<file path="src/source/cap_pkg.sv">
package cap_pkg;

  //////////////////////////////
  // Frame and sample geometry
  //////////////////////////////

  // One RAM word carries four host samples
  localparam int RAM_WIDTH       = 128;
  localparam int SAMPLE_WIDTH    = 32;
  localparam int HALF_WIDTH      = SAMPLE_WIDTH / 2;
  localparam int LANES           = RAM_WIDTH / SAMPLE_WIDTH;
  localparam int LANE_SEL_WIDTH  = $clog2(LANES);
  localparam int FRAME_WORDS     = 1024;
  localparam int WORD_ADDR_WIDTH = $clog2(FRAME_WORDS);
  // Bank bit on top of the word index
  localparam int RAM_ADDR_WIDTH  = WORD_ADDR_WIDTH + 1;

  // Restart interval of the pattern source
  localparam int FRAME_PERIOD     = 1206;
  localparam int PERIOD_CNT_WIDTH = $clog2(FRAME_PERIOD);
  localparam int FRAME_NUM_WIDTH  = 16;

  //////////////////////////////
  // AXI4-Lite address map
  //////////////////////////////

  localparam int AXI_ADDR_WIDTH = 16;
  // Byte offset bits inside one sample
  localparam int BYTE_SEL_WIDTH = $clog2(SAMPLE_WIDTH / 8);
  localparam logic [AXI_ADDR_WIDTH-1:0] ADDR_CONTROL     = 16'h0000;
  localparam logic [AXI_ADDR_WIDTH-1:0] ADDR_STATUS      = 16'h0004;
  localparam logic [AXI_ADDR_WIDTH-1:0] ADDR_SAMPLE_BASE = 16'h4000;
  // 4096 samples, one per 32-bit slot
  localparam int SAMPLE_WINDOW_BYTES = FRAME_WORDS * LANES * (SAMPLE_WIDTH / 8);

  localparam logic [1:0] RESP_OKAY   = 2'b00;
  localparam logic [1:0] RESP_SLVERR = 2'b10;

endpackage

</file>
<file path="src/source/buffer_writer.sv">
`timescale 1ns/1ps

module buffer_writer (
  input  logic                                clk,
  input  logic                                rst_n,
  input  logic [cap_pkg::RAM_WIDTH-1:0]       word_data,
  input  logic                                word_valid,
  input  logic                                word_last,
  input  logic [cap_pkg::FRAME_NUM_WIDTH-1:0] frame_num,
  input  logic                                freeze,
  output logic                                wr_en,
  output logic [cap_pkg::WORD_ADDR_WIDTH:0]   wr_addr,
  output logic [cap_pkg::RAM_WIDTH-1:0]       wr_data,
  output logic                                read_bank,
  output logic [cap_pkg::FRAME_NUM_WIDTH-1:0] read_frame,
  output logic                                bank_valid
);
  import cap_pkg::*;

  logic [WORD_ADDR_WIDTH-1:0] word_idx;
  logic                       write_bank;
  logic                       frame_done;

  //////////////////////////////
  // RAM port A
  //////////////////////////////

  // No back-pressure, every valid word lands at once
  assign wr_en   = word_valid;
  assign wr_addr = {write_bank, word_idx};
  assign wr_data = word_data;

  assign frame_done = word_valid & word_last;

  // Word position inside the frame
  always_ff @(posedge clk or negedge rst_n) begin
    if (!rst_n) begin
      word_idx <= '0;
    end else if (frame_done) begin
      word_idx <= '0;
    end else if (word_valid) begin
      word_idx <= word_idx + 1'b1;
    end
  end

  //////////////////////////////
  // Bank handover
  //////////////////////////////

  // Finished frame becomes readable unless the host froze it
  // Frozen case keeps writing into the spare bank
  always_ff @(posedge clk or negedge rst_n) begin
    if (!rst_n) begin
      write_bank <= 1'b0;
      read_bank  <= 1'b0;
      read_frame <= '0;
      bank_valid <= 1'b0;
    end else if (frame_done && !freeze) begin
      read_bank  <= write_bank;
      read_frame <= frame_num;
      bank_valid <= 1'b1;
      // Ping-pong toggle
      write_bank <= ~write_bank;
    end
  end

endmodule

</file>
<file path="config.mk">
export PLATFORM = sky130hd
export DESIGN_NAME = buffer_writer
export DESIGN_NICKNAME = d
export VERILOG_FILES = /design/src/source/cap_pkg.sv /design/src/source/buffer_writer.sv
export SDC_FILE = /design/constraint.sdc
export NUM_CORES = 1
export LEC_CHECK = 0
export ABC_AREA = 1
export BUFFER_PORTS_ARGS = -buffer_cell sky130_fd_sc_hd__buf_2
export CAP_MARGIN = 20
export CORE_AREA = 5 5 116 118
export CTS_BUF_LIST = sky130_fd_sc_hd__clkbuf_4 sky130_fd_sc_hd__clkbuf_8
export CTS_CLUSTER_SIZE = 10
export DETAILED_ROUTE_END_ITERATION = 7
export DIE_AREA = 0 0 121 123
export SLEW_MARGIN = 20
export SYNTH_ARGS = -nofsm -noshare
export SYNTH_HDL_FRONTEND = slang
export SYNTH_SLANG_ARGS = --single-unit
</file>
<file path="constraint.sdc">
create_clock -name clk -period 1.25 [get_ports clk]
set_input_delay 0.375 -clock clk [delete_from_list [all_inputs] [get_ports clk]]
set_output_delay 0.375 -clock clk [all_outputs]
set_load 0.05 [all_outputs]
</file>
Word level (Yosys, flattened, before mapping)
Cells that the tools add are included.
{"block": "totals", "out_inout_bits": 158, "regBits": 29}
{"block": "classes", "bitwise_logic": 2, "reduce_logical": 3, "mux": 2, "add_sub_neg": 1}
{"operator": "10-bit two-way mux", "n": 2}
{"operator": "10-bit by 1-bit adder with 10-bit output, second input constant", "n": 1}
{"operator": "2-bit nonzero test", "n": 1}
{"operator": "1-bit AND", "n": 1}
{"operator": "1-bit logical AND", "n": 1}
{"operator": "1-bit logical NOT", "n": 1}
{"operator": "1-bit NOT", "n": 1}

Logic depth before layout (Yosys ltp)
{"block": "depth", "word_depth": 3, "ltp_mapped": 8}

Worst setup path before layout
OpenSTA, ideal clock, no wires.
{"block": "synth_path", "path_type": "register to register", "start": "register word_idx[0]", "end": "register word_idx[8]", "setup_time_ns": 0.122, "path_stages_with_launch": 7, "period_less_slack_ns": 1.545, "n_path_buf": 0, "path_slack_ns": -0.295, "arrival_ns": 1.423, "t_required_ns": 1.128, "path_cell_list": "dfrtp_1 -> ha_1 -> nand2_1 -> nor2_1 -> nand3_1 -> o21ai_0 -> nor2_1"}
{"block": "synth_via", "elab_chain_len": 3}
{"item": "start, declared", "line": "buffer_writer.sv:20", "text": "logic [WORD_ADDR_WIDTH-1:0] word_idx;"}
{"item": "start signal, assigned", "line": "buffer_writer.sv:42", "text": "word_idx <= word_idx + 1'b1;"}
{"item": "10-bit by 1-bit adder with 10-bit output", "line": "buffer_writer.sv:42"}
{"item": "10-bit two-way mux", "line": "buffer_writer.sv:41", "text": "end else if (word_valid) begin"}
{"item": "10-bit two-way mux", "line": "buffer_writer.sv:39", "text": "end else if (frame_done) begin"}
Every way passes these cells. The select of a mux whose other input is x is not followed.
A chain may end at the register's enable or synchronous reset.

Final worst setup path
{"block": "layout_path", "start": "register word_idx[0]", "end": "output port wr_addr[0] (netlist name)"}
{"item": "end, declared", "line": "buffer_writer.sv:12", "text": "output logic [cap_pkg::WORD_ADDR_WIDTH:0] wr_addr,"}
No word-level cell between the ends.

==> results.json <==
{
  "hp-class": "input pin to async pin",
  "drc": 0,
  "drtIter0Drc": 23,
  "setup_violations": 2,
  "vias_per_cell": 3.407,
  "chipWidth_microns": 121,
  "drive_gt1_share_pct": 56.56,
  "gp_congestion": 0.7142,
  "synth_top_family_by_area": "buffers and inverters",
  "grt_max_degree": 26,
  "synthAdderAreaFrac_pct": 0.5348,
  "ys_types": 21,
  "syn_inst": 273,
  "ir_worst_vdd_mv": 0.3177,
  "groute.usage.overall_pct": 7.317,
  "synth-seq-cells": 29,
  "final_cell_mix": "inv_1 (29), buf_6 (29), dfrtp_1 (24), buf_4 (22), buf_2 (20)",
  "crit_path_start_kind": "flop",
  "crit_path_top_delay_cell": "dfrtp_2",
  "syn_area_sq_um": 2340,
  "drt_wl_total_mm": 5.469,
  "cp_data_arrival_time_ns": 0.90,
  "finalMaxSlewViolations": 0,
  "slew_headroom_pct": 73.81,
  "synth-simple-area-share_pct": 10.00,
  "rsz0062_at_grt": "yes",
  "dieArea_sq_um": 14880,
  "maxCapViolCount": 0,
  "yosysSeqAreaShare_pct": 31.02,
  "setup_slack_ns": -0.02055,
  "dpl_worst_slack_ns": -0.1189,
  "max-clock-path-buffers": 2,
  "grt_pass1_wl_mm": 8.273,
  "setup.worst_path.start": "word_idx[0]",
  "dp_hpwl_mm": 4.259,
  "syn_avg_cell_area_sq_um": 8.570,
  "clockRootBuffer": "clkbuf_8",
  "endpoint": "wr_addr[0]",
  "stdcell_count": 393,
  "final_nets": 370,
  "placed_cells": 368,
  "dieHeight_microns": 123,
  "status": "finished with violations",
  "fin_hold_ws_ns": 0.007596,
  "ctsHoldBuffers": 0,
  "final_antenna_net_count": 0,
  "htree_levels": 2,
  "critPathBufInv": 1,
  "synthMuxAreaShare_pct": 0,
  "end_kind": "output port",
  "cts.sinks": 29,
  "required_ns": 0.88,
  "power_density_nw_per_um2": 1456,
  "max_slew.worst_pin.slew_ns": 0.3928,
  "violations": "setup timing",
  "antenna_found_initial": 0,
  "area_delta_synth_final_pct": -0.6951,
  "cp_cell_sequence": "buf_6",
  "portBuffers": 50,
  "cts_tree": "yes",
  "syn-num-nets": 423,
  "crit_family": "flip-flops",
  "first_pass_iters": 4,
  "r2r_end": "word_idx[8]",
  "clk_latency_ns": 0.28,
  "critPathMaxStageDelay_ns": 0.45,
  "ys_warn_count": 0,
  "synthXorXnorAreaFrac_pct": 0.3743,
  "worstPathMaxFanout": 5,
  "cts_buffers": 5,
  "criticalPathCategory": "flop to output port",
  "antenna_cells": 0,
  "vias": 1339,
  "skew_ns": 0.005188,
  "worst_r2r_path_depth": 6,
  "coreArea_sq_um": 12360,
  "r2r-start": "word_idx[0]",
  "io_pins": 307,
  "finalCritPeriodShare_pct": 101.6,
  "p_leak_nw": 1.152,
  "start_util_pct": 18.93,
  "grt_pass1_vias": 1455,
  "synth_compound_area_share_pct": 9.305,
  "hold_violations": 0,
  "min_period_ns": 1.271,
  "ff2ff_setup_slack_ns": 0.05,
  "post_drt_wl_per_cell_microns": 13.92,
  "fmax_mhz": 787.1,
  "grt_overflow": 0,
  "crit_cells": 1,
  "clk_pin_slew_ns": 0.07,
  "total_power_w": 0.003384,
  "rows": 41
}
[cells in the mapped netlist (all sizes together)]
cell type / n / area, sq um
a31oi: 1 / 6.260
nor2: 9 / 36.29
nand4: 1 / 6.260
ha: 1 / 12.51
nand3: 4 / 20.02
or2: 1 / 6.260
xor2: 1 / 8.760
nand2: 30 / 150.1
o21ai: 21 / 168.9
inv: 29 / 108.9
dfrtp: 29 / 725.7
a21oi: 7 / 35.03
buf: 135 / 1032
nor3: 3 / 15.01
o21bai: 1 / 7.510
[registers in the layout (all words and copies together), names as in the netlist]
signal      count
word_idx       10
bank_valid      1
write_bank      1
read_frame     16
read_bank       1
[layer usage]
layer | vias to the layer above | track usage [%] | routed length, microns
met2 | 87 | 11.05 | 2630
met3 | 69 | 3.019 | 616
met1 | 590 | 6.924 | 1663
li1 | 593 | - | -
met4 | 0 | 8.853 | 558
met5 | - | 0 | 0
[cell type report]
cell class                 count  area, sq um
tap                          172        215.2
clock buffer                   8        97.59
inverter                      29        108.9
fill                        1373        10040
multi-input combinational     80        498.0
timing repair buffer          75        671.9
sequential                    29        732.0
[power breakdown]
group	switching [W]	internal (W)	total (W)	leakage [nW]
Clock	0.000359	0.000492	0.000851	0.0523
Sequential	0.000127	0.00108	0.00121	0.361
Combinational	0.000796	0.000526	0.00132	0.739
Total	0.00128	0.00210	0.00338	1.15
[through the flow]
| stage | area, sq um | setup TNS (ns) | utilization (%) |
|---|---|---|---|
| floorplan | 2354 | -0.08849 | - |
| global placement | 1897 | -1.517 | 15.34 |
| detailed placement | 1897 | -1.902 | 15.34 |
| CTS | 2250 | -0.09062 | 18.20 |
| global route | 2323 | -0.2981 | 18.79 |
| finish | 2323 | -0.02908 | 18.79 |
[kinds of logic (layout without fill, tap and decap cells)]
kind of cell,Yosys count,in the layout
xor gates and xnor gates,1,1
AOI/OAI and AO/OA,30,30
DFF,29,29
adders and majority gates,1,1
buffers and inverters,164,112
and+or+nand+nor,48,48
[worst min path at each step]
| stage | cells past startpoint | slack [ns] | end | start |
|---|---|---|---|---|
| floorplan | 0 | 0.08 | bank_valid | rst_n |
| global placement | 1 | 0.32 | word_idx[5] | rst_n |
| detailed placement | 1 | 0.32 | word_idx[7] | rst_n |
| CTS | 1 | 0.005 | word_idx[7] | rst_n |
| global route | 1 | 0.02 | word_idx[7] | rst_n |
| finish | 1 | 0.008 | word_idx[4] | rst_n |
[timing repair]
action                                  4_1_cts  5_1_grt
pin swaps                                     0        2
endpoints found under the setup margin       30       23
setup buffers                                10        7
resized for setup                            58        5
No activity file was read; power rests on OpenSTA's default activity.
