## src/source/cap_pkg.sv

```systemverilog
package cap_pkg;

  //////////////////////////////
  // Frame and sample geometry
  //////////////////////////////

  // One RAM word carries four host samples
  localparam int RAM_WIDTH       = 128;
  localparam int SAMPLE_WIDTH    = 32;
  localparam int HALF_WIDTH      = SAMPLE_WIDTH / 2;
  localparam int LANES           = RAM_WIDTH / SAMPLE_WIDTH;
  localparam int LANE_SEL_WIDTH  = $clog2(LANES);
  localparam int FRAME_WORDS     = 1024;
  localparam int WORD_ADDR_WIDTH = $clog2(FRAME_WORDS);
  // Bank bit on top of the word index
  localparam int RAM_ADDR_WIDTH  = WORD_ADDR_WIDTH + 1;

  // Restart interval of the pattern source
  localparam int FRAME_PERIOD     = 1206;
  localparam int PERIOD_CNT_WIDTH = $clog2(FRAME_PERIOD);
  localparam int FRAME_NUM_WIDTH  = 16;

  //////////////////////////////
  // AXI4-Lite address map
  //////////////////////////////

  localparam int AXI_ADDR_WIDTH = 16;
  // Byte offset bits inside one sample
  localparam int BYTE_SEL_WIDTH = $clog2(SAMPLE_WIDTH / 8);
  localparam logic [AXI_ADDR_WIDTH-1:0] ADDR_CONTROL     = 16'h0000;
  localparam logic [AXI_ADDR_WIDTH-1:0] ADDR_STATUS      = 16'h0004;
  localparam logic [AXI_ADDR_WIDTH-1:0] ADDR_SAMPLE_BASE = 16'h4000;
  // 4096 samples, one per 32-bit slot
  localparam int SAMPLE_WINDOW_BYTES = FRAME_WORDS * LANES * (SAMPLE_WIDTH / 8);

  localparam logic [1:0] RESP_OKAY   = 2'b00;
  localparam logic [1:0] RESP_SLVERR = 2'b10;

endpackage

```

## src/source/axil_readout.sv

```systemverilog
`timescale 1ns/1ps

module axil_readout (
  input  logic                                clk,
  input  logic                                rst_n,
  // Write channels
  input  logic [cap_pkg::AXI_ADDR_WIDTH-1:0]  awaddr,
  input  logic                                awvalid,
  output logic                                awready,
  input  logic [cap_pkg::SAMPLE_WIDTH-1:0]    wdata,
  input  logic                                wvalid,
  output logic                                wready,
  output logic [1:0]                          bresp,
  output logic                                bvalid,
  input  logic                                bready,
  // Read channels
  input  logic [cap_pkg::AXI_ADDR_WIDTH-1:0]  araddr,
  input  logic                                arvalid,
  output logic                                arready,
  output logic [cap_pkg::SAMPLE_WIDTH-1:0]    rdata,
  output logic [1:0]                          rresp,
  output logic                                rvalid,
  input  logic                                rready,
  // Writer side
  input  logic                                read_bank,
  input  logic [cap_pkg::FRAME_NUM_WIDTH-1:0] read_frame,
  input  logic                                bank_valid,
  output logic                                freeze,
  // RAM port B
  output logic                                rd_en,
  output logic [cap_pkg::RAM_ADDR_WIDTH-1:0]  rd_addr,
  input  logic [cap_pkg::RAM_WIDTH-1:0]       rd_data
);
  import cap_pkg::*;

  typedef enum logic [1:0] {
    KIND_NONE,
    KIND_CTRL,
    KIND_STAT,
    KIND_SAMPLE
  } rd_kind_t;

  logic                      aw_fire;
  logic                      ar_fire;
  logic [AXI_ADDR_WIDTH-1:0] ar_off;
  logic                      ar_in_window;
  rd_kind_t                  ar_kind;
  logic                      rd_pend;
  rd_kind_t                  pend_kind;
  logic [LANE_SEL_WIDTH-1:0] pend_lane;
  logic [SAMPLE_WIDTH-1:0]   read_word;

  //////////////////////////////
  // Write path
  //////////////////////////////

  // Ready pulse implies both valids were seen
  assign aw_fire = awready & awvalid & wvalid;

  // One-cycle ready pulse, blocked while a response waits
  always_ff @(posedge clk or negedge rst_n) begin
    if (!rst_n) begin
      awready <= 1'b0;
      wready  <= 1'b0;
      bvalid  <= 1'b0;
      freeze  <= 1'b0;
    end else begin
      awready <= awvalid & wvalid & ~bvalid & ~awready;
      wready  <= awvalid & wvalid & ~bvalid & ~awready;
      if (aw_fire) begin
        bvalid <= 1'b1;
      end else if (bready) begin
        bvalid <= 1'b0;
      end
      // Control register, freeze in bit 0
      if (aw_fire && (awaddr == ADDR_CONTROL)) begin
        freeze <= wdata[0];
      end
    end
  end

  // Only control accepts writes
  always_ff @(posedge clk) begin
    if (aw_fire) begin
      bresp <= (awaddr == ADDR_CONTROL) ? RESP_OKAY : RESP_SLVERR;
    end
  end

  //////////////////////////////
  // Read address decode
  //////////////////////////////

  assign ar_fire = arready & arvalid;
  assign ar_off  = araddr - ADDR_SAMPLE_BASE;
  assign ar_in_window = (araddr >= ADDR_SAMPLE_BASE) &&
                        (ar_off < AXI_ADDR_WIDTH'(SAMPLE_WINDOW_BYTES));

  always_comb begin
    if (araddr == ADDR_CONTROL) begin
      ar_kind = KIND_CTRL;
    end else if (araddr == ADDR_STATUS) begin
      ar_kind = KIND_STAT;
    end else if (ar_in_window) begin
      ar_kind = KIND_SAMPLE;
    end else begin
      ar_kind = KIND_NONE;
    end
  end

  // RAM read goes out in the accepting cycle
  // Word index above the lane bits, bank from the writer
  assign rd_en   = ar_fire & (ar_kind == KIND_SAMPLE);
  assign rd_addr = {read_bank, ar_off[BYTE_SEL_WIDTH+LANE_SEL_WIDTH +: WORD_ADDR_WIDTH]};

  //////////////////////////////
  // Read response
  //////////////////////////////

  // Accept, RAM latency, then rvalid
  always_ff @(posedge clk or negedge rst_n) begin
    if (!rst_n) begin
      arready <= 1'b0;
      rd_pend <= 1'b0;
      rvalid  <= 1'b0;
    end else begin
      rd_pend <= ar_fire;
      if (rd_pend) begin
        rvalid <= 1'b1;
      end else if (rready) begin
        rvalid <= 1'b0;
      end
      // Idle again once the response is taken
      if (ar_fire) begin
        arready <= 1'b0;
      end else if (!rd_pend && (!rvalid || rready)) begin
        arready <= 1'b1;
      end
    end
  end

  // Data source for the pending read
  always_comb begin
    case (pend_kind)
      KIND_CTRL:   read_word = SAMPLE_WIDTH'(freeze);
      // Bank 17, valid 16, frame number 15..0
      KIND_STAT:   read_word = SAMPLE_WIDTH'({read_bank, bank_valid, read_frame});
      KIND_SAMPLE: read_word = rd_data[pend_lane*SAMPLE_WIDTH +: SAMPLE_WIDTH];
      default:     read_word = '0;
    endcase
  end

  // Kind and lane kept from the address beat
  always_ff @(posedge clk) begin
    if (ar_fire) begin
      pend_kind <= ar_kind;
      pend_lane <= ar_off[BYTE_SEL_WIDTH +: LANE_SEL_WIDTH];
    end
    if (rd_pend) begin
      rdata <= read_word;
      rresp <= (pend_kind == KIND_NONE) ? RESP_SLVERR : RESP_OKAY;
    end
  end

endmodule

```

## config.mk

```make
export PLATFORM = sky130hd
export DESIGN_NAME = axil_readout
export DESIGN_NICKNAME = d
export VERILOG_FILES = /design/src/source/cap_pkg.sv /design/src/source/axil_readout.sv
export SDC_FILE = /design/constraint.sdc
export NUM_CORES = 1
export LEC_CHECK = 0
export ABC_AREA = 0
export BUFFER_PORTS_ARGS = -buffer_cell sky130_fd_sc_hd__buf_2
export CORE_AREA = 4 4 103 105
export DETAILED_ROUTE_END_ITERATION = 7
export DIE_AREA = 0 0 107 109
export PLACE_DENSITY = 0.68
export RECOVER_POWER = 50
export SLEW_MARGIN = 0
export SYNTH_ARGS = -nofsm -noshare
export SYNTH_HDL_FRONTEND = slang
export SYNTH_SLANG_ARGS = --single-unit
```

## constraint.sdc

```tcl
create_clock -name clk -period 1.48 [get_ports clk]
set_input_delay 0.148 -clock clk [delete_from_list [all_inputs] [get_ports clk]]
set_output_delay 0.148 -clock clk [all_outputs]
set_load 0.03 [all_outputs]
```

* Yosys cells after proc, flatten, opt, wreduce, memory -nomap -nowiden
Index checks and enable logic that the tools add are counted.
** Word-level totals
- Flip-flop bits (word level) :: 46
- Word-level logic and storage cells :: 53
- Input bits :: 217
- Output and inout port bits :: 54
** Operators by class
- $lt $le $gt $ge :: 2
- Reduce and logical (&&, ||, !) cells :: 12
- Multiplexer cells :: 12
- Add/sub/neg operators :: 1
- Bitwise operators :: 9
- Equality and inequality tests :: 5
- Shift operators :: 1
** Operator list (count)
- indexed part select 128 x 8 -> 32 bit :: 1
- one-hot mux 32 bit (3 select lines) :: 1
- logical NOT 16 bit :: 2
- equality test 16 x 3 -> 1 bit, second input constant :: 1
- greater-or-equal comparator 16 x 15 -> 1 bit, second input constant :: 1
- < comparator 16 x 15 -> 1 bit, second input constant :: 1
- subtractor 16 x 15 -> 16 bit, second input constant :: 1
- 2-to-1 mux 2 bit :: 5
- bitwise AND 1 bit :: 7
- equality test 2 bit, second input constant :: 3
- 2-to-1 mux 1 bit :: 6
- nonzero test 2 bit :: 3
- logical AND 1 bit :: 3
- equality test 2 x 1 -> 1 bit, second input constant :: 1
- logical NOT 1 bit :: 2
- logical NOT 2 bit :: 1
- NOT 1 bit :: 2
- logical OR 1 bit :: 1

* Depth between registers and ports, before layout
- Word-level depth :: 8
- Depth in mapped cells :: 5
- Mapped depth without buffers :: 4

* Worst setup path before layout
OpenSTA, ideal clock, no wires.
- Path kind :: register to register
- From :: register pend_lane[0]
- To :: register rdata[18] in the netlist's numbering (data pin)
- Setup slack :: -0.064 ns
- Stages on the path, launching flop included :: 5
- Clock period less this slack :: 1.544 ns
- Data required time :: 1.225 ns
- Path buffers :: 2
- Library setup time :: 0.255 ns
- Arrival :: 1.289 ns
- Path through :: edfxtp_1 > buf_6 > buf_6 > mux4_2 > and3_1
** On the way
- Word-level cells in the longest chain between the ends :: 2
** RTL lines
- start, declared :: RTL line axil_readout.sv:50 : logic [LANE_SEL_WIDTH-1:0] pend_lane;
- start signal, assigned :: RTL line axil_readout.sv:156 : pend_lane <= ar_off[BYTE_SEL_WIDTH +: LANE_SEL_WIDTH];
- indexed part select 128 x 8 -> 32 bit :: RTL line axil_readout.sv:147 : KIND_SAMPLE: read_word = rd_data[pend_lane*SAMPLE_WIDTH +: SAMPLE_WIDTH];
- one-hot mux 32 bit (3 select lines) :: RTL line axil_readout.sv:143 : case (pend_kind)
- via read_word[18] :: RTL line axil_readout.sv:51 : logic [SAMPLE_WIDTH-1:0] read_word;
- end signal, assigned :: RTL line axil_readout.sv:159 : rdata <= read_word;
- end, declared :: RTL line axil_readout.sv:20 : output logic [cap_pkg::SAMPLE_WIDTH-1:0] rdata,
The timed path passes the listed nets, and every way through them passes these cells.
A chain may end at the register's enable or synchronous reset.

* Final worst setup path
- From :: register pend_lane[0]
- To :: register rdata[7] in the netlist's numbering (data pin)
The elaborated chain is that of the path after synthesis.

==> results_dict.tcl <==
set metrics [dict create \
    status "finished with violations" \
    failed_checks "negative setup slack" \
    drcViolationCount 0 \
    netlist_instances 186 \
    rsz0062_at_grt "true" \
    syn_avg_cell_area_um2 14.90 \
    clk_latency_ns 0.30 \
    hold_viol_final 0 \
    vias 2565 \
    start_util_pct 28.75 \
    worstReg2RegStart "pend_lane[0]$_DFFE_PP_" \
    crit_type "register to register" \
    dieArea_mm2 0.01166 \
    worstHoldStart "bready" \
    finalCriticalPeriod_ns 1.666 \
    skew_ns 0.009530 \
    final_util_pct 43.85 \
    fin_setup_tns_ns -4.016 \
    timing.final.crit_share_pct 112.6 \
    crit_arrival_ns 1.72 \
    startpoint_type "register" \
    placed_cells 543 \
    layoutNonFillerInstCount 554 \
    hold_class "input pin to register" \
    hold_depth 2 \
    gp_congestion 0.7428 \
    gr-total-overflow 0 \
    leakage_nw 1.996 \
    vdd_drop_max_mv 0.5868 \
    layout_commonest_cell "buf_2" \
    power_density_mw_per_mm2 1041 \
    setup_viol 33 \
    rows 36 \
    place_area_mm2 0.004059 \
    grt_max_degree 34 \
    synth_seq_cells 44 \
    required_ns 1.53 \
    clk_pin_slew_ns 0.10 \
    die_h_um 109 \
    core_area_mm2 0.009639 \
    antenna_left 0 \
    cts_max_path_buffers 2 \
    final_cell_mix "223 x buf_2, 38 x edfxtp_1, 32 x mux4_2" \
    netlist_area_mm2 0.002771 \
    min_to "bvalid$_DFFE_PN0P_" \
    final_area_mm2 0.004227 \
    dp_hpwl_um 7972 \
    dr.pass1.iters 4 \
    yosysUniqueCellTypes 26 \
    wire_per_inst_um 17.14 \
    antenna_found_initial 0 \
    yosysWarningCount 0 \
    drtIter0Drc 63 \
    max_freq_ghz 0.6002 \
    drt-vias-per-instance 4.630 \
    pin_count 271 \
    clock-sinks 44 \
    wl_um 9495 \
    fin_ws_ns -0.1861 \
    portBuffers 237 \
    drive_gt1_share_pct 67.70 \
    syn_to_final_growth_pct 52.51 \
    ys_seq_area_share_pct 46.59 \
    grt_pass1_wl_um 13680 \
    cts-root-buf "clkbuf_8" \
    ff2ff_path_depth 5 \
    grt_pass1_vias 2750 \
    diodes 0 \
    slew_viol_final 0 \
    htree_levels 2 \
    maxCapViolCount 0 \
    finalPower_mw 4.402 \
    nets 637 \
    die_x_um 107 \
    cts_tree "yes" \
    r2r-end "rdata[7]$_DFFE_PP_" \
    rrSetupSlack_ns -0.19 \
    cts_buffers 5 \
    track_usage_pct 15.12 \
    fill_cells 953 \
    endpoint_kind "register" \
    cp_max_fo 5 \
]
[synth_stat cells]
library cell | instances | area share [%]
buf_4 | 14 | 3.8
edfxtp_1 | 38 | 41
clkbuf_1 | 5 | 0.68
nor3_1 | 2 | 0.36
inv_1 | 5 | 0.68
nand3_1 | 1 | 0.18
nor2_1 | 2 | 0.27
mux2_2 | 1 | 0.41
mux4_2 | 32 | 26
a21oi_1 | 2 | 0.36
mux2i_1 | 17 | 6.1
conb_1 | 1 | 0.14
nand4_1 | 2 | 0.45
nand2b_1 | 2 | 0.45
buf_12 | 2 | 1.4
nand2_1 | 2 | 0.27
nor4_1 | 7 | 1.6
and2_1 | 1 | 0.23
nor2b_1 | 18 | 4.1
a31oi_1 | 1 | 0.23
buf_6 | 2 | 0.81
and3_1 | 14 | 3.2
o21ai_0 | 3 | 0.54
buf_2 | 5 | 0.90
a21o_1 | 1 | 0.27
dfrtp_1 | 6 | 5.4
[cell families after synthesis]
logic type	count (synthesis)	synth area share [%]
AO/OA/AOI/OAI	7	1.400
buffers and inverters	33	8.307
flip-flops	44	46.59
multiplexers	50	32.55
other	1	0.1353
AND/OR/NAND/NOR	51	11.02
[worst max path at each step]
| stage | cells after the start | slack, ns | endpoint | start |
|---|---|---|---|---|
| floorplan | 5 | -0.04 | rdata[3]$_DFFE_PP_ | pend_lane[0]$_DFFE_PP_ |
| global placement | 5 | -0.14 | rdata[16]$_DFFE_PP_ | pend_lane[0]$_DFFE_PP_ |
| detailed placement | 5 | -0.20 | rdata[7]$_DFFE_PP_ | pend_lane[0]$_DFFE_PP_ |
| CTS | 5 | -0.20 | rdata[7]$_DFFE_PP_ | pend_lane[0]$_DFFE_PP_ |
| global route | 5 | -0.23 | rdata[7]$_DFFE_PP_ | pend_lane[0]$_DFFE_PP_ |
| finish | 5 | -0.19 | rdata[7]$_DFFE_PP_ | pend_lane[0]$_DFFE_PP_ |
[registers in the layout (all words and copies together) (netlist names)]
| name | flops |
|---|---|
| rd_pend | 1 |
| bvalid | 1 |
| freeze | 1 |
| arready | 1 |
| bresp | 1 |
| rresp | 1 |
| rvalid | 1 |
| pend_kind | 2 |
| pend_lane | 2 |
| rdata | 32 |
| wready | 1 |
[metal layers]
layer | global-route usage [%] | part of all wire, %
met4 | 3.836 | 1.0
met1 | 17.81 | 37
met2 | 27.52 | 54
met3 | 3.908 | 8.0
met5 | 0 | 0
[critical path, stage by stage, from the launching register on]
cell	delay, ns
edfxtp_1	0.39
buf_6	0.14
buf_12	0.12
mux4_2	0.51
mux2i_2	0.19
nor2b_1	0.07
[metrics by stage]
stage / worst slack, ns / hold slack, ns
2_1_floorplan: -0.04109 / -0.1476
3_3_place_gp: -0.1365 / -0.02170
3_5_place_dp: -0.2034 / -0.01364
4_1_cts: -0.2041 / 0.004277
5_1_grt: -0.2291 / 0.02078
6_report: -0.1861 / 0.01639
[power by group]
group | internal, mW | total (mW) | switching [mW]
logic | 0.776 | 1.73 | 0.957
registers | 1.62 | 1.70 | 0.0770
clock network | 0.510 | 0.971 | 0.462
[final cells by class]
type	count	area, um^2	share of cell area, %
Tap cell	133	166.4	3.937
Multi-Input combinational cell	110	1282	30.34
Clock buffer	5	68.82	1.628
Timing Repair Buffer	254	1353	32.00
Inverter	5	18.77	0.4441
Clock inverter	3	46.29	1.095
Sequential cell	44	1291	30.55
[timing repair]
item / 4_1_cts / 5_1_grt
hold endpoints to repair: 6 / 0
resized for setup: 4 / 6
hold buffers: 1 / 0
setup endpoints to repair: 33 / 32
gates cloned: 0 / 1
setup buffers: 0 / 1
Note: power is estimated with default switching activity, not from simulation.
