$ cat config.mk
export PLATFORM = sky130hd
export DESIGN_NAME = pattern_source
export DESIGN_NICKNAME = d
export VERILOG_FILES = /design/src/source/cap_pkg.sv /design/src/source/frame_pattern_gen.sv /design/src/source/pattern_source.sv
export SDC_FILE = /design/constraint.sdc
export NUM_CORES = 1
export LEC_CHECK = 0
export BUFFER_PORTS_ARGS = -buffer_cell sky130_fd_sc_hd__buf_2
export CORE_MARGIN = 1
export CORE_UTILIZATION = 47
export DETAILED_ROUTE_END_ITERATION = 8
export PLACE_DENSITY = 0.83
export SLEW_MARGIN = 20
export SYNTH_ARGS = -nofsm -noshare
export SYNTH_HDL_FRONTEND = slang
export SYNTH_SLANG_ARGS = --single-unit
export TNS_END_PERCENT = 30
$ cat constraint.sdc
create_clock -name clk -period 5.38 [get_ports clk]
set_input_delay 1.076 -clock clk [delete_from_list [all_inputs] [get_ports clk]]
set_output_delay 1.076 -clock clk [all_outputs]
set_load 0.03 [all_outputs]
$ cat src/source/cap_pkg.sv
package cap_pkg;

  //////////////////////////////
  // Frame and sample geometry
  //////////////////////////////

  // One RAM word carries four host samples
  localparam int RAM_WIDTH       = 128;
  localparam int SAMPLE_WIDTH    = 32;
  localparam int HALF_WIDTH      = SAMPLE_WIDTH / 2;
  localparam int LANES           = RAM_WIDTH / SAMPLE_WIDTH;
  localparam int LANE_SEL_WIDTH  = $clog2(LANES);
  localparam int FRAME_WORDS     = 1024;
  localparam int WORD_ADDR_WIDTH = $clog2(FRAME_WORDS);
  // Bank bit on top of the word index
  localparam int RAM_ADDR_WIDTH  = WORD_ADDR_WIDTH + 1;

  // Restart interval of the pattern source
  localparam int FRAME_PERIOD     = 1206;
  localparam int PERIOD_CNT_WIDTH = $clog2(FRAME_PERIOD);
  localparam int FRAME_NUM_WIDTH  = 16;

  //////////////////////////////
  // AXI4-Lite address map
  //////////////////////////////

  localparam int AXI_ADDR_WIDTH = 16;
  // Byte offset bits inside one sample
  localparam int BYTE_SEL_WIDTH = $clog2(SAMPLE_WIDTH / 8);
  localparam logic [AXI_ADDR_WIDTH-1:0] ADDR_CONTROL     = 16'h0000;
  localparam logic [AXI_ADDR_WIDTH-1:0] ADDR_STATUS      = 16'h0004;
  localparam logic [AXI_ADDR_WIDTH-1:0] ADDR_SAMPLE_BASE = 16'h4000;
  // 4096 samples, one per 32-bit slot
  localparam int SAMPLE_WINDOW_BYTES = FRAME_WORDS * LANES * (SAMPLE_WIDTH / 8);

  localparam logic [1:0] RESP_OKAY   = 2'b00;
  localparam logic [1:0] RESP_SLVERR = 2'b10;

endpackage

$ cat src/source/frame_pattern_gen.sv
`timescale 1ns/1ps

module frame_pattern_gen (
  input  logic                                clk,
  input  logic                                rst_n,
  input  logic                                restart,
  input  logic                                active,
  input  logic [cap_pkg::WORD_ADDR_WIDTH-1:0] index,
  output logic [cap_pkg::RAM_WIDTH-1:0]       word_data,
  output logic                                word_valid,
  output logic                                word_last,
  output logic [cap_pkg::FRAME_NUM_WIDTH-1:0] frame_num
);
  import cap_pkg::*;

  logic [RAM_WIDTH-1:0] pattern;

  //////////////////////////////
  // Word pattern
  //////////////////////////////

  // Upper half frame number, lower half sample number 4*i+k
  always_comb begin
    for (int k = 0; k < LANES; k++) begin
      pattern[k*SAMPLE_WIDTH +: SAMPLE_WIDTH] = {
        frame_num[HALF_WIDTH-1:0],
        HALF_WIDTH'({index, LANE_SEL_WIDTH'(k)})
      };
    end
  end

  //////////////////////////////
  // Registered outputs
  //////////////////////////////

  // Frame counter, new number at every restart
  always_ff @(posedge clk or negedge rst_n) begin
    if (!rst_n) begin
      frame_num <= '0;
    end else if (restart) begin
      frame_num <= frame_num + 1'b1;
    end
  end

  // Valid and last flags
  always_ff @(posedge clk or negedge rst_n) begin
    if (!rst_n) begin
      word_valid <= 1'b0;
      word_last  <= 1'b0;
    end else begin
      word_valid <= active;
      word_last  <= active && (index == WORD_ADDR_WIDTH'(FRAME_WORDS - 1));
    end
  end

  // Payload only, flags tell when it counts
  always_ff @(posedge clk) begin
    word_data <= pattern;
  end

endmodule

$ cat src/source/pattern_source.sv
`timescale 1ns/1ps

module pattern_source (
  input  logic                                clk,
  input  logic                                rst_n,
  output logic [cap_pkg::RAM_WIDTH-1:0]       word_data,
  output logic                                word_valid,
  output logic                                word_last,
  output logic [cap_pkg::FRAME_NUM_WIDTH-1:0] frame_num
);
  import cap_pkg::*;

  logic [PERIOD_CNT_WIDTH-1:0] period_cnt;
  logic                        restart;
  logic                        active;
  logic [WORD_ADDR_WIDTH-1:0]  index;

  //////////////////////////////
  // Period counter
  //////////////////////////////

  // Free running 0 .. FRAME_PERIOD-1
  always_ff @(posedge clk or negedge rst_n) begin
    if (!rst_n) begin
      period_cnt <= '0;
    end else if (restart) begin
      period_cnt <= '0;
    end else begin
      period_cnt <= period_cnt + 1'b1;
    end
  end

  // Wrap point, stands in for the periodic internal reset
  assign restart = (period_cnt == PERIOD_CNT_WIDTH'(FRAME_PERIOD - 1));

  // Words go out in the first FRAME_WORDS counts
  assign active = (period_cnt < PERIOD_CNT_WIDTH'(FRAME_WORDS));

  // Gap after the frame is idle time
  // Word index is just the low counter bits
  assign index = period_cnt[WORD_ADDR_WIDTH-1:0];

  //////////////////////////////
  // Generator
  //////////////////////////////

  // Outputs follow the counter by one clock
  frame_pattern_gen u_gen (
    .clk        (clk),
    .rst_n      (rst_n),
    .restart    (restart),
    .active     (active),
    .index      (index),
    .word_data  (word_data),
    .word_valid (word_valid),
    .word_last  (word_last),
    .frame_num  (frame_num)
  );

endmodule

# Word-level counts from Yosys, hierarchy flattened
# Index checks and enable logic that the tools add are counted.
[totals]
ff_bits = 133
latch_bits = 0
mem_bits_rw = 0
romBits = 0
input_bits = 2
elab_cells = 12
mem_count = 0
[op_classes]
addsub = 2
n_mul = 0
n_div = 0
n_lt_le_gt_ge = 1
n_eq_ne = 2
shifts = 0
n_mux = 1
bitwise = 0
n_reduce_logical = 1
[ops]
columns = ["op", "n"]
rows = [
  ["16-bit by 1-bit adder with 16-bit output (second input constant)", 1],
  ["11-bit by 1-bit adder with 11-bit output (second input constant)", 1],
  ["11-bit == test (second input constant)", 1],
  ["11-bit < comparator (second input constant)", 1],
  ["11-bit 2-to-1 mux", 1],
  ["10-bit == test (second input constant)", 1],
  ["1-bit logical AND", 1],
]

# Depth between registers and ports, before layout
# Gate-level depths: netlist of the first run.
[logic_depth]
depth_word = 2
ltp_mapped = 7

# Cells and area by module
# Synthesis of the first run repeated with hierarchy kept, for this count alone.
[hier_totals]
hier_cells = 254
area_unflattened_um2 = 2722.6
[by_module_without_submodules]
columns = ["mod", "instances", "cells_per_inst", "area_per_inst_um2"]
rows = [
  ["frame_pattern_gen", 1, 198, 2149.6],
  ["pattern_source", 1, 56, 573.0],
]

# Worst setup path after synthesis of the first run
# No wires, ideal clock.
[synth_path]
path_kind = "register to output"
start = "register u_gen.word_data[100] (netlist name)"
end = "output port word_data[100] (netlist name)"
arrival_ps = 739
required_time_ps = 4304
slack_ps = 3565
path_stages_with_launch = 2
n_path_buf = 1
path_cell_list = "dfxtp_1 -> buf_4"
[synth_rtl]
columns = ["item", "line", "rtl"]
rows = [
  ["from (decl)", "frame_pattern_gen.sv:9", "output logic [cap_pkg::RAM_WIDTH-1:0] word_data,"],
  ["from (signal assigned)", "frame_pattern_gen.sv:58", "word_data <= pattern;"],
  ["to (decl)", "pattern_source.sv:6", "output logic [cap_pkg::RAM_WIDTH-1:0] word_data,"],
]
# No word-level cell between the ends.

# Worst setup path in the final report of the first run
[layout_path]
start = "register period_cnt[6]"
end = "register u_gen.frame_num[14] (netlist name)"
[layout_via]
elab_chain_cells = 1
[layout_lines]
columns = ["item", "line", "rtl"]
rows = [
  ["from (decl)", "pattern_source.sv:13", "logic [PERIOD_CNT_WIDTH-1:0] period_cnt;"],
  ["from (signal assigned)", "pattern_source.sv:29", "period_cnt <= period_cnt + 1'b1;"],
  ["11-bit == test", "pattern_source.sv:34", "assign restart = (period_cnt == PERIOD_CNT_WIDTH'(FRAME_PERIOD - 1));"],
  ["to (signal assigned)", "frame_pattern_gen.sv:41", "frame_num <= frame_num + 1'b1;"],
  ["to (decl)", "frame_pattern_gen.sv:12", "output logic [cap_pkg::FRAME_NUM_WIDTH-1:0] frame_num"],
]
# Every way passes these cells.
# A chain may end at the register's enable or synchronous reset.

==> flow_summary.yaml, run 1 <==
run_status:
  status: "complete, no violations"
clock_tree:
  root_buffer: "clkbuf_8"
  hold_buffers: 0
  htree_levels: 2
  clk_pin_slew_ns: 0.10
  clock-sinks: 55
  cts.repair.resized: 0
  clockBufferDepth: 2
  cts_tree: "built"
  cts_setup_buffers: 0
  cts_buffers: 5
  insertion_delay_ns: 0.31
synth:
  seq_area_frac_synth: 0.477
  syn_area_um2: 2610
  synth.distinct_cells: 28
  synth_edf_count: 0
  syn_area_per_cell_um2: 10.5
  yosys_warnings: 0
  synth_seq_cells: 55
  netlist_instances: 248
  synthFlopType: "dfrtp_1"
  async_reset_ff_frac: 0.527
place:
  place.gp.congestion: 0.739
  dpl.hpwl_um: 3050
  placement.io_buffers: 123
cells_and_area:
  nets: 299
  final_common_cell: "buf_2"
  fillCellCount: 484
  regArea_um2: 1250
  multi_input_area_um2: 646
  drive_gt1_frac: 0.458
  final_core_utilization: 0.524
  area_delta_synth_final_pct: 4.98
  diodes: 0
  final_cell_mix: "buf_2 (123), dfrtp_1 (29), dfxtp_1 (26)"
worst_setup_path:
  reg2reg_from: "period_cnt[6]$_DFF_PN0_"
  cp.required_ns: 5.61
  path_cells: "or4b_4 > nor3_4 > nand4_1 > xnor2_1"
  endpoint: "u_gen.frame_num[14]$_DFFE_PN0N_"
  rrSetupSlack_ns: 3.11
  cpPeakStageDelay_ns: 0.72
  cpMaxStageDelayCell: "nor3_4"
  reg2reg_to: "u_gen.frame_num[14]$_DFFE_PN0N_"
  cp-end-kind: "flop"
  cp_max_fo: 24
  rr_worst_depth: 4
  startpoint: "period_cnt[6]$_DFF_PN0_"
  critical_path_class: "reg2reg"
  cp-start-kind: "flop"
  arrival_ns: 2.50
timing:
  finalClockSkew_ns: 0.00736
  clock.fmax_mhz: 440
  finalHoldViolCount: 0
  min_period_ns: 2.27
  drv_slew: 0
  setup_viol: 0
  relSlewSlack: 0.426
  worstMarginPinSlew_ns: 0.859
  fin_crit_sh: 0.422
  rsz0062_at_grt: "false"
  setup_tns_ns: 0
floorplan:
  dieWidth_um: 76.6
  core_area_um2: 5240
  boundaryPins: 148
  row_count: 26
  die-area_um2: 5860
  die_h_um: 76.6
  initial_core_util: 0.499
route:
  wl_um: 4000
  drc: 0
  first_pass_iters: 4
  ant_nets: 0
  wl_per_cell_um: 11.0
  routed_via_density: 4.28
  drt_iter0_markers: 104
  vias: 1562
min_path:
  hp-class: "reg2reg"
  hp-start: "period_cnt[9]$_DFF_PN0_"
global_routing:
  grt.total_usage: 0.142
  grt_max_degree: 30
  first_global_vias: 1329
  antenna_found_initial: 0
  grt.overflow.total: 0
  grt_first_pass_wirelength_um: 6440
pwr:
  p_leak_nw: 1.57
  ir_worst_vdd_mv: 0.152
  p_per_area_nw_per_um2: 273
job:
  max_cap_viol_count: 0
## flip-flops by register name, summed over array words and instances, names as in the netlist
register and flops:
u_gen.word_valid 1, u_gen.frame_num 16, u_gen.word_data 26, period_cnt 11, u_gen.word_last 1
## worst max-delay path, delay by kind of cell, from the launching register on
kind	cells	cell delay [ns]
XOR/XNOR	1	0.23
AND/OR/NAND/NOR	3	1.50
flip-flops	1	0.45
## cell families (layout without fill, tap and decap cells)
family,Yosys count,count (layout),share of synthesized area
xor+xnor,22,22,0.0738
buf+inv,109,134,0.307
compound gates,3,3,0.00575
flops,55,55,0.477
simple gates,53,53,0.114
fa+ha+maj,3,3,0.0144
other cells,2,24,0.00287
mux,1,1,0.00431
## area by class of cell
type                    instances  share of cell area
flip-flops and latches         55               0.454
multi-input cells             106               0.235
repair buffers                123               0.224
well taps                      70              0.0319
clock buffers                   5              0.0251
clock inverters                 3              0.0246
inverters                       3             0.00411
## per-stage QoR
stage | instances | hold slack (ns) | area (um2) | total power [W] | setup slack [ns]
floorplan | 270 | 0.369 | 2700 | 0.000454 | 3.57
global placement | 357 | 0.402 | 2610 | 0.000445 | 3.17
detailed placement | 357 | 0.394 | 2610 | 0.000445 | 3.09
CTS | 365 | 0.417 | 2740 | 0.000758 | 3.08
global route | 365 | 0.438 | 2740 | 0.000782 | 2.93
finish | 365 | 0.417 | 2740 | 0.000749 | 3.11
## how the worst min path moves through the flow
stage	endpoint	slack, ns	cells after the start
floorplan	u_gen.word_data[107]$_DFF_P_	0.37	0
global placement	u_gen.word_data[107]$_DFF_P_	0.40	0
detailed placement	u_gen.word_data[107]$_DFF_P_	0.39	0
CTS	u_gen.word_data[107]$_DFF_P_	0.42	0
global route	u_gen.word_data[107]$_DFF_P_	0.44	0
finish	u_gen.word_data[107]$_DFF_P_	0.42	0
## power by group
part	switching, W	total [W]	internal [W]
sequential	0	0.000410	0.000410
clock	0.000127	0.000313	0.000185
combinational	0.0000259	0.0000261	0.000000260
total	0.000153	0.000749	0.000596
## cells in the mapped netlist (all sizes together), types with 4 or more instances
| cell | instances | area, um2 |
|---|---|---|
| buf | 104 | 785 |
| dfrtp | 29 | 726 |
| dfxtp | 26 | 521 |
| nand2 | 8 | 30.0 |
| nand3 | 10 | 50.1 |
| nand4 | 9 | 56.3 |
| nor2 | 9 | 33.8 |
| nor3 | 4 | 31.3 |
| xnor2 | 19 | 166 |
## metal layers
layer	part of all wire	vias up	wire [um]	track usage
met5	0	-	0	0
met4	0.012	0	48	0.0731
met3	0.076	5	305	0.0527
met2	0.51	77	2060	0.234
met1	0.40	719	1590	0.159
li1	-	761	-	-
No activity file was read; power rests on OpenSTA's default activity.
==> inputs of run 2 (changes only) <==
--- a/config.mk
+++ b/config.mk
@@ -7,9 +7,9 @@
 export LEC_CHECK = 0
 export BUFFER_PORTS_ARGS = -buffer_cell sky130_fd_sc_hd__buf_2
 export CORE_MARGIN = 1
-export CORE_UTILIZATION = 47
+export CORE_UTILIZATION = 40
 export DETAILED_ROUTE_END_ITERATION = 8
-export PLACE_DENSITY = 0.83
+export PLACE_DENSITY = 0.75
 export SLEW_MARGIN = 20
 export SYNTH_ARGS = -nofsm -noshare
 export SYNTH_HDL_FRONTEND = slang
==> constraint.sdc (replaced) <==
create_clock -name clk -period 2 [get_ports clk]
set_input_delay 0.4 -clock clk [delete_from_list [all_inputs] [get_ports clk]]
set_output_delay 0.4 -clock clk [all_outputs]
set_load 0.03 [all_outputs]
==> flow_summary.yaml, run 2 (synthesis results as in run 1) <==
route:
  wl_um: 4150
  drt_iter0_markers: 87
  drc: 0
  ant_nets: 0
  first_pass_iters: 4
  routed_via_density: 4.23
  vias: 1587
  wl_per_cell_um: 11.1
pwr:
  p_per_area_nw_per_um2: 688
  p_total_w: 0.00190
  combPwrFrac: 0.037
  switchingPower_w: 0.000425
  p_leak_nw: 1.58
  switching_share: 0.223
  p_int_w: 0.00148
  seq_power_share: 0.580
  clockPowerShare: 0.383
  ir_worst_vdd_mv: 0.302
worst_setup_path:
  cp-end-kind: "flop"
  cp_max_fo: 24
  endpoint: "u_gen.frame_num[1]$_DFFE_PN0N_"
  arrival_ns: 1.99
  cp.required_ns: 2.20
  rrSetupSlack_ns: 0.21
  reg2reg_to: "u_gen.frame_num[1]$_DFFE_PN0N_"
  rr_worst_depth: 4
  critical_path_class: "reg2reg"
  startpoint: "period_cnt[7]$_DFF_PN0_"
  cp-start-kind: "flop"
  reg2reg_from: "period_cnt[7]$_DFF_PN0_"
clock_tree:
  hold_buffers: 0
  htree_levels: 2
  root_buffer: "clkbuf_8"
  cts_buffers: 5
  clk_pin_slew_ns: 0.09
  cts_tree: "built"
  cts.repair.resized: 0
  clock-sinks: 55
  cts_setup_buffers: 0
  insertion_delay_ns: 0.31
  clockBufferDepth: 2
timing:
  worstMarginPinSlew_ns: 0.634
  finalHoldViolCount: 0
  min_period_ns: 1.79
  fin_crit_sh: 0.897
  finalClockSkew_ns: 0.0131
  rsz0062_at_grt: "false"
  setup_viol: 0
  relSlewSlack: 0.577
  drv_slew: 0
  clock.fmax_mhz: 558
  setup_tns_ns: 0
floorplan:
  boundaryPins: 148
  core_area_um2: 6310
  dieWidth_um: 82.8
  row_count: 29
  die-area_um2: 6860
  die_h_um: 82.8
  initial_core_util: 0.414
cells_and_area:
  regMostFlops: "u_gen.word_data"
  area_delta_synth_final_pct: 5.75
  nets: 302
  largest_reg_flops: 26
  final_cell_mix: "buf_2 (123), dfrtp_1 (29), dfxtp_1 (26)"
  drive_gt1_frac: 0.463
  reg.largest.list: "u_gen.word_data (26), u_gen.frame_num (16), period_cnt (11)"
  diodes: 0
  final_common_cell: "buf_2"
global_routing:
  grt_max_degree: 30
  grt.overflow.total: 0
  grt.total_usage: 0.120
  first_global_vias: 1322
  antenna_found_initial: 0
  grt_first_pass_wirelength_um: 6550
job:
  max_cap_viol_count: 0
place:
  placement.io_buffers: 123
  place.gp.congestion: 0.745
  dpl.hpwl_um: 3170
min_path:
  hp-class: "in2async"
run_status:
  status: "complete, no violations"
run 2: changes by cell type in the layout (fill, tap and decap cells not counted), sizes merged:
cell / previous run / this run
bufinv: 2 / 1
clkinvlp: 1 / 0
clkinv: 0 / 2
buf: 123 / 126
run 2: per-stage QoR:
step | util | hold slack (ns) | cell area (um2) | setup WS [ns] | cells
2_1_floorplan | - | 0.104 | 2700 | 0.238 | 270
3_3_place_gp | 0.420 | 0.380 | 2650 | 0.250 | 367
3_5_place_dp | 0.420 | 0.409 | 2650 | 0.216 | 367
4_1_cts | 0.438 | 0.125 | 2760 | 0.199 | 375
5_1_grt | 0.438 | 0.155 | 2760 | 0.150 | 375
6_report | 0.438 | 0.103 | 2760 | 0.206 | 375
run 2: power groups by stage:
stage	Clock [W]	Combinational (W)	Sequential, W
4_1_cts	0.000743	0.0000710	0.00110
5_1_grt	0.000776	0.0000760	0.00110
6_report	0.000728	0.0000707	0.00110
3_3_place_gp	0	0.0000707	0.00113
2_1_floorplan	0	0.0000948	0.00113
3_5_place_dp	0	0.0000710	0.00113
run 2: metal layers:
layer,wire length [um],track usage,vias to the layer above
met1,1710,0.142,753
met4,88,0.0611,0
li1,-,-,765
met2,2110,0.200,64
met5,0,0,-
met3,244,0.0328,5
run 2: worst min path at each step:
stage	cells past startpoint	startpoint	endpoint	slack, ns
global route	1	rst_n	period_cnt[9]$_DFF_PN0_	0.16
CTS	1	rst_n	u_gen.word_last$_DFF_PN0_	0.13
finish	1	rst_n	period_cnt[4]$_DFF_PN0_	0.10
detailed placement	0	period_cnt[9]$_DFF_PN0_	u_gen.word_data[107]$_DFF_P_	0.41
floorplan	0	rst_n	period_cnt[0]$_DFF_PN0_	0.10
global placement	0	period_cnt[9]$_DFF_PN0_	u_gen.word_data[107]$_DFF_P_	0.38
run 2: final cells by class:
cell class                      count  area (um2)
Fill cell                         611        3550
Sequential cell                    55        1250
Timing Repair Buffer              126         651
Multi-Input combinational cell    106         646
Tap cell                           77        96.3
Clock buffer                        5        68.8
Clock inverter                      3        43.8
Inverter                            3        11.3
run 2: worst max-delay path: stages (launching register included):
cell and delay [ns]:
dfrtp_1 0.44, or4b_4 0.50, nor3_4 0.22, buf_12 0.19, mux2_2 0.34
==> inputs of run 3 (changes only) <==
--- a/config.mk
+++ b/config.mk
@@ -6,11 +6,13 @@
 export NUM_CORES = 1
 export LEC_CHECK = 0
 export BUFFER_PORTS_ARGS = -buffer_cell sky130_fd_sc_hd__buf_2
+export CORE_ASPECT_RATIO = 1.25
 export CORE_MARGIN = 1
 export CORE_UTILIZATION = 40
 export DETAILED_ROUTE_END_ITERATION = 8
 export PLACE_DENSITY = 0.75
-export SLEW_MARGIN = 20
+export RECOVER_POWER = 50
+export SLEW_MARGIN = 25
 export SYNTH_ARGS = -nofsm -noshare
 export SYNTH_HDL_FRONTEND = slang
 export SYNTH_SLANG_ARGS = --single-unit
==> flow_summary.yaml, run 3 (synthesis results as in run 1) <==
timing:
  relSlewSlack: -0.0209
  worstMarginPinSlew_ns: 1.53
  hold_ws_ns: 0.423
  rsz0062_at_grt: "false"
  drv_slew: 30
  finalClockSkew_ns: 0.0105
  min_period_ns: 1.86
  fin_crit_sh: 0.929
  clock.fmax_mhz: 538
  setup_viol: 0
  setup_tns_ns: 0
  finalHoldViolCount: 0
  setup_ws_ns: 0.141
global_routing:
  grt.total_usage: 0.119
  first_global_vias: 1264
  grt.overflow.total: 0
  grt_first_pass_wirelength_um: 6140
  grt_max_degree: 30
  antenna_found_initial: 0
route:
  vias: 1558
  first_pass_iters: 4
  routed_via_density: 4.06
  wl_per_cell_um: 10.8
  drc: 0
  drt_iter0_markers: 54
  ant_nets: 0
  wl_um: 4140
floorplan:
  die-area_um2: 6860
  die_h_um: 92.4
  initial_core_util: 0.418
  core_area_um2: 6250
  boundaryPins: 148
  dieWidth_um: 74.3
  row_count: 32
worst_setup_path:
  cp_max_fo: 12
  arrival_ns: 2.05
  critical_path_class: "reg2reg"
  cp-start-kind: "flop"
  cp.required_ns: 2.20
  cp-end-kind: "flop"
place:
  dp_cells: 376
  dpl.hpwl_um: 3030
  place.gp.congestion: 0.749
  place_ws_ns: 0.150
  placement.io_buffers: 123
  placed_cell_area_um2: 2670
clock_tree:
  clk_pin_slew_ns: 0.09
  root_buffer: "clkbuf_8"
  clock-sinks: 55
  cts_tree: "built"
  cts_setup_buffers: 0
  htree_levels: 2
  cts_buffers: 5
  cts.repair.resized: 0
  insertion_delay_ns: 0.31
  clockBufferDepth: 2
  hold_buffers: 0
pwr:
  p_int_w: 0.00135
  p_per_area_nw_per_um2: 659
  p_leak_nw: 1.39
  switching_share: 0.238
  clockPowerShare: 0.338
  combPwrFrac: 0.040
  ir_worst_vdd_mv: 0.310
  switchingPower_w: 0.000421
  seq_power_share: 0.623
run_status:
  violations: "capacitance limit, slew limit"
  status: "complete, but fails checks"
cells_and_area:
  final_common_cell: "buf_2"
  regMostFlops: "u_gen.word_data"
  fillCellCount: 631
  drive_gt1_frac: 0.301
  stdcell_area_um2: 2690
  final_cells: 384
  final_cell_mix: "buf_2 (76), clkbuf_1 (49), dfrtp_1 (29)"
  largest_reg_flops: 26
  multi_input_area_um2: 646
  reg.largest.list: "u_gen.word_data (26), u_gen.frame_num (16), period_cnt (11)"
  area_delta_synth_final_pct: 2.92
  nets: 303
  diodes: 0
  regArea_um2: 1250
min_path:
  hp-class: "reg2reg"
job:
  max_cap_viol_count: 1
run 3: final timing paths:
path                                               from                         endpoint  slack (ns)  cells past startpoint
worst max-delay path            period_cnt[8]$_DFF_PN0_  u_gen.frame_num[15]$_DFFE_PN0N_        0.14                      5
worst min-delay path            period_cnt[9]$_DFF_PN0_     u_gen.word_data[107]$_DFF_P_        0.42                      0
worst max register to register  period_cnt[8]$_DFF_PN0_  u_gen.frame_num[15]$_DFFE_PN0N_        0.14                      5
worst min register to register  period_cnt[9]$_DFF_PN0_     u_gen.word_data[107]$_DFF_P_        0.42                      0
max in group asynchronous                         rst_n  u_gen.frame_num[10]$_DFFE_PN0N_        0.66                      1
min in group asynchronous                         rst_n   u_gen.frame_num[4]$_DFFE_PN0N_        0.45                      1
run 3: cell type report:
type | count | area share
multi-input combinational | 106 | 0.240
sequential | 55 | 0.463
clock inverter | 3 | 0.00698
clock buffer | 5 | 0.0256
tap | 85 | 0.0396
inverter | 3 | 0.00419
timing repair buffer | 127 | 0.220
run 3: metrics by stage:
stage / power (W) / utilization
final: 0.00177 / 0.430
after CTS: 0.00179 / 0.441
after global placement: 0.00120 / 0.427
after floorplan: 0.00122 / -
after detailed placement: 0.00120 / 0.427
after global routing: 0.00185 / 0.430
run 3: power groups by stage:
stage | Clock (W) | Combinational [W] | Sequential [W]
finish | 0.000598 | 0.0000704 | 0.00110
global route | 0.000666 | 0.0000782 | 0.00110
CTS | 0.000621 | 0.0000708 | 0.00110
detailed placement | 0 | 0.0000708 | 0.00113
global placement | 0 | 0.0000707 | 0.00113
floorplan | 0 | 0.0000948 | 0.00113
run 3: routing by layer:
metal  track usage  wire length, um  up-vias
met5             0                0        -
met4        0.0519               47        0
met3        0.0316              251        2
met2         0.189             2040       78
met1         0.152             1800      716
li1              -                -      762
run 3: worst max-delay path, stage by stage (launching register included):
cell and delay, ns:
dfrtp_1 0.44, or4b_4 0.55, nor3_4 0.33, buf_12 0.18, nand4_1 0.10, xnor2_1 0.15
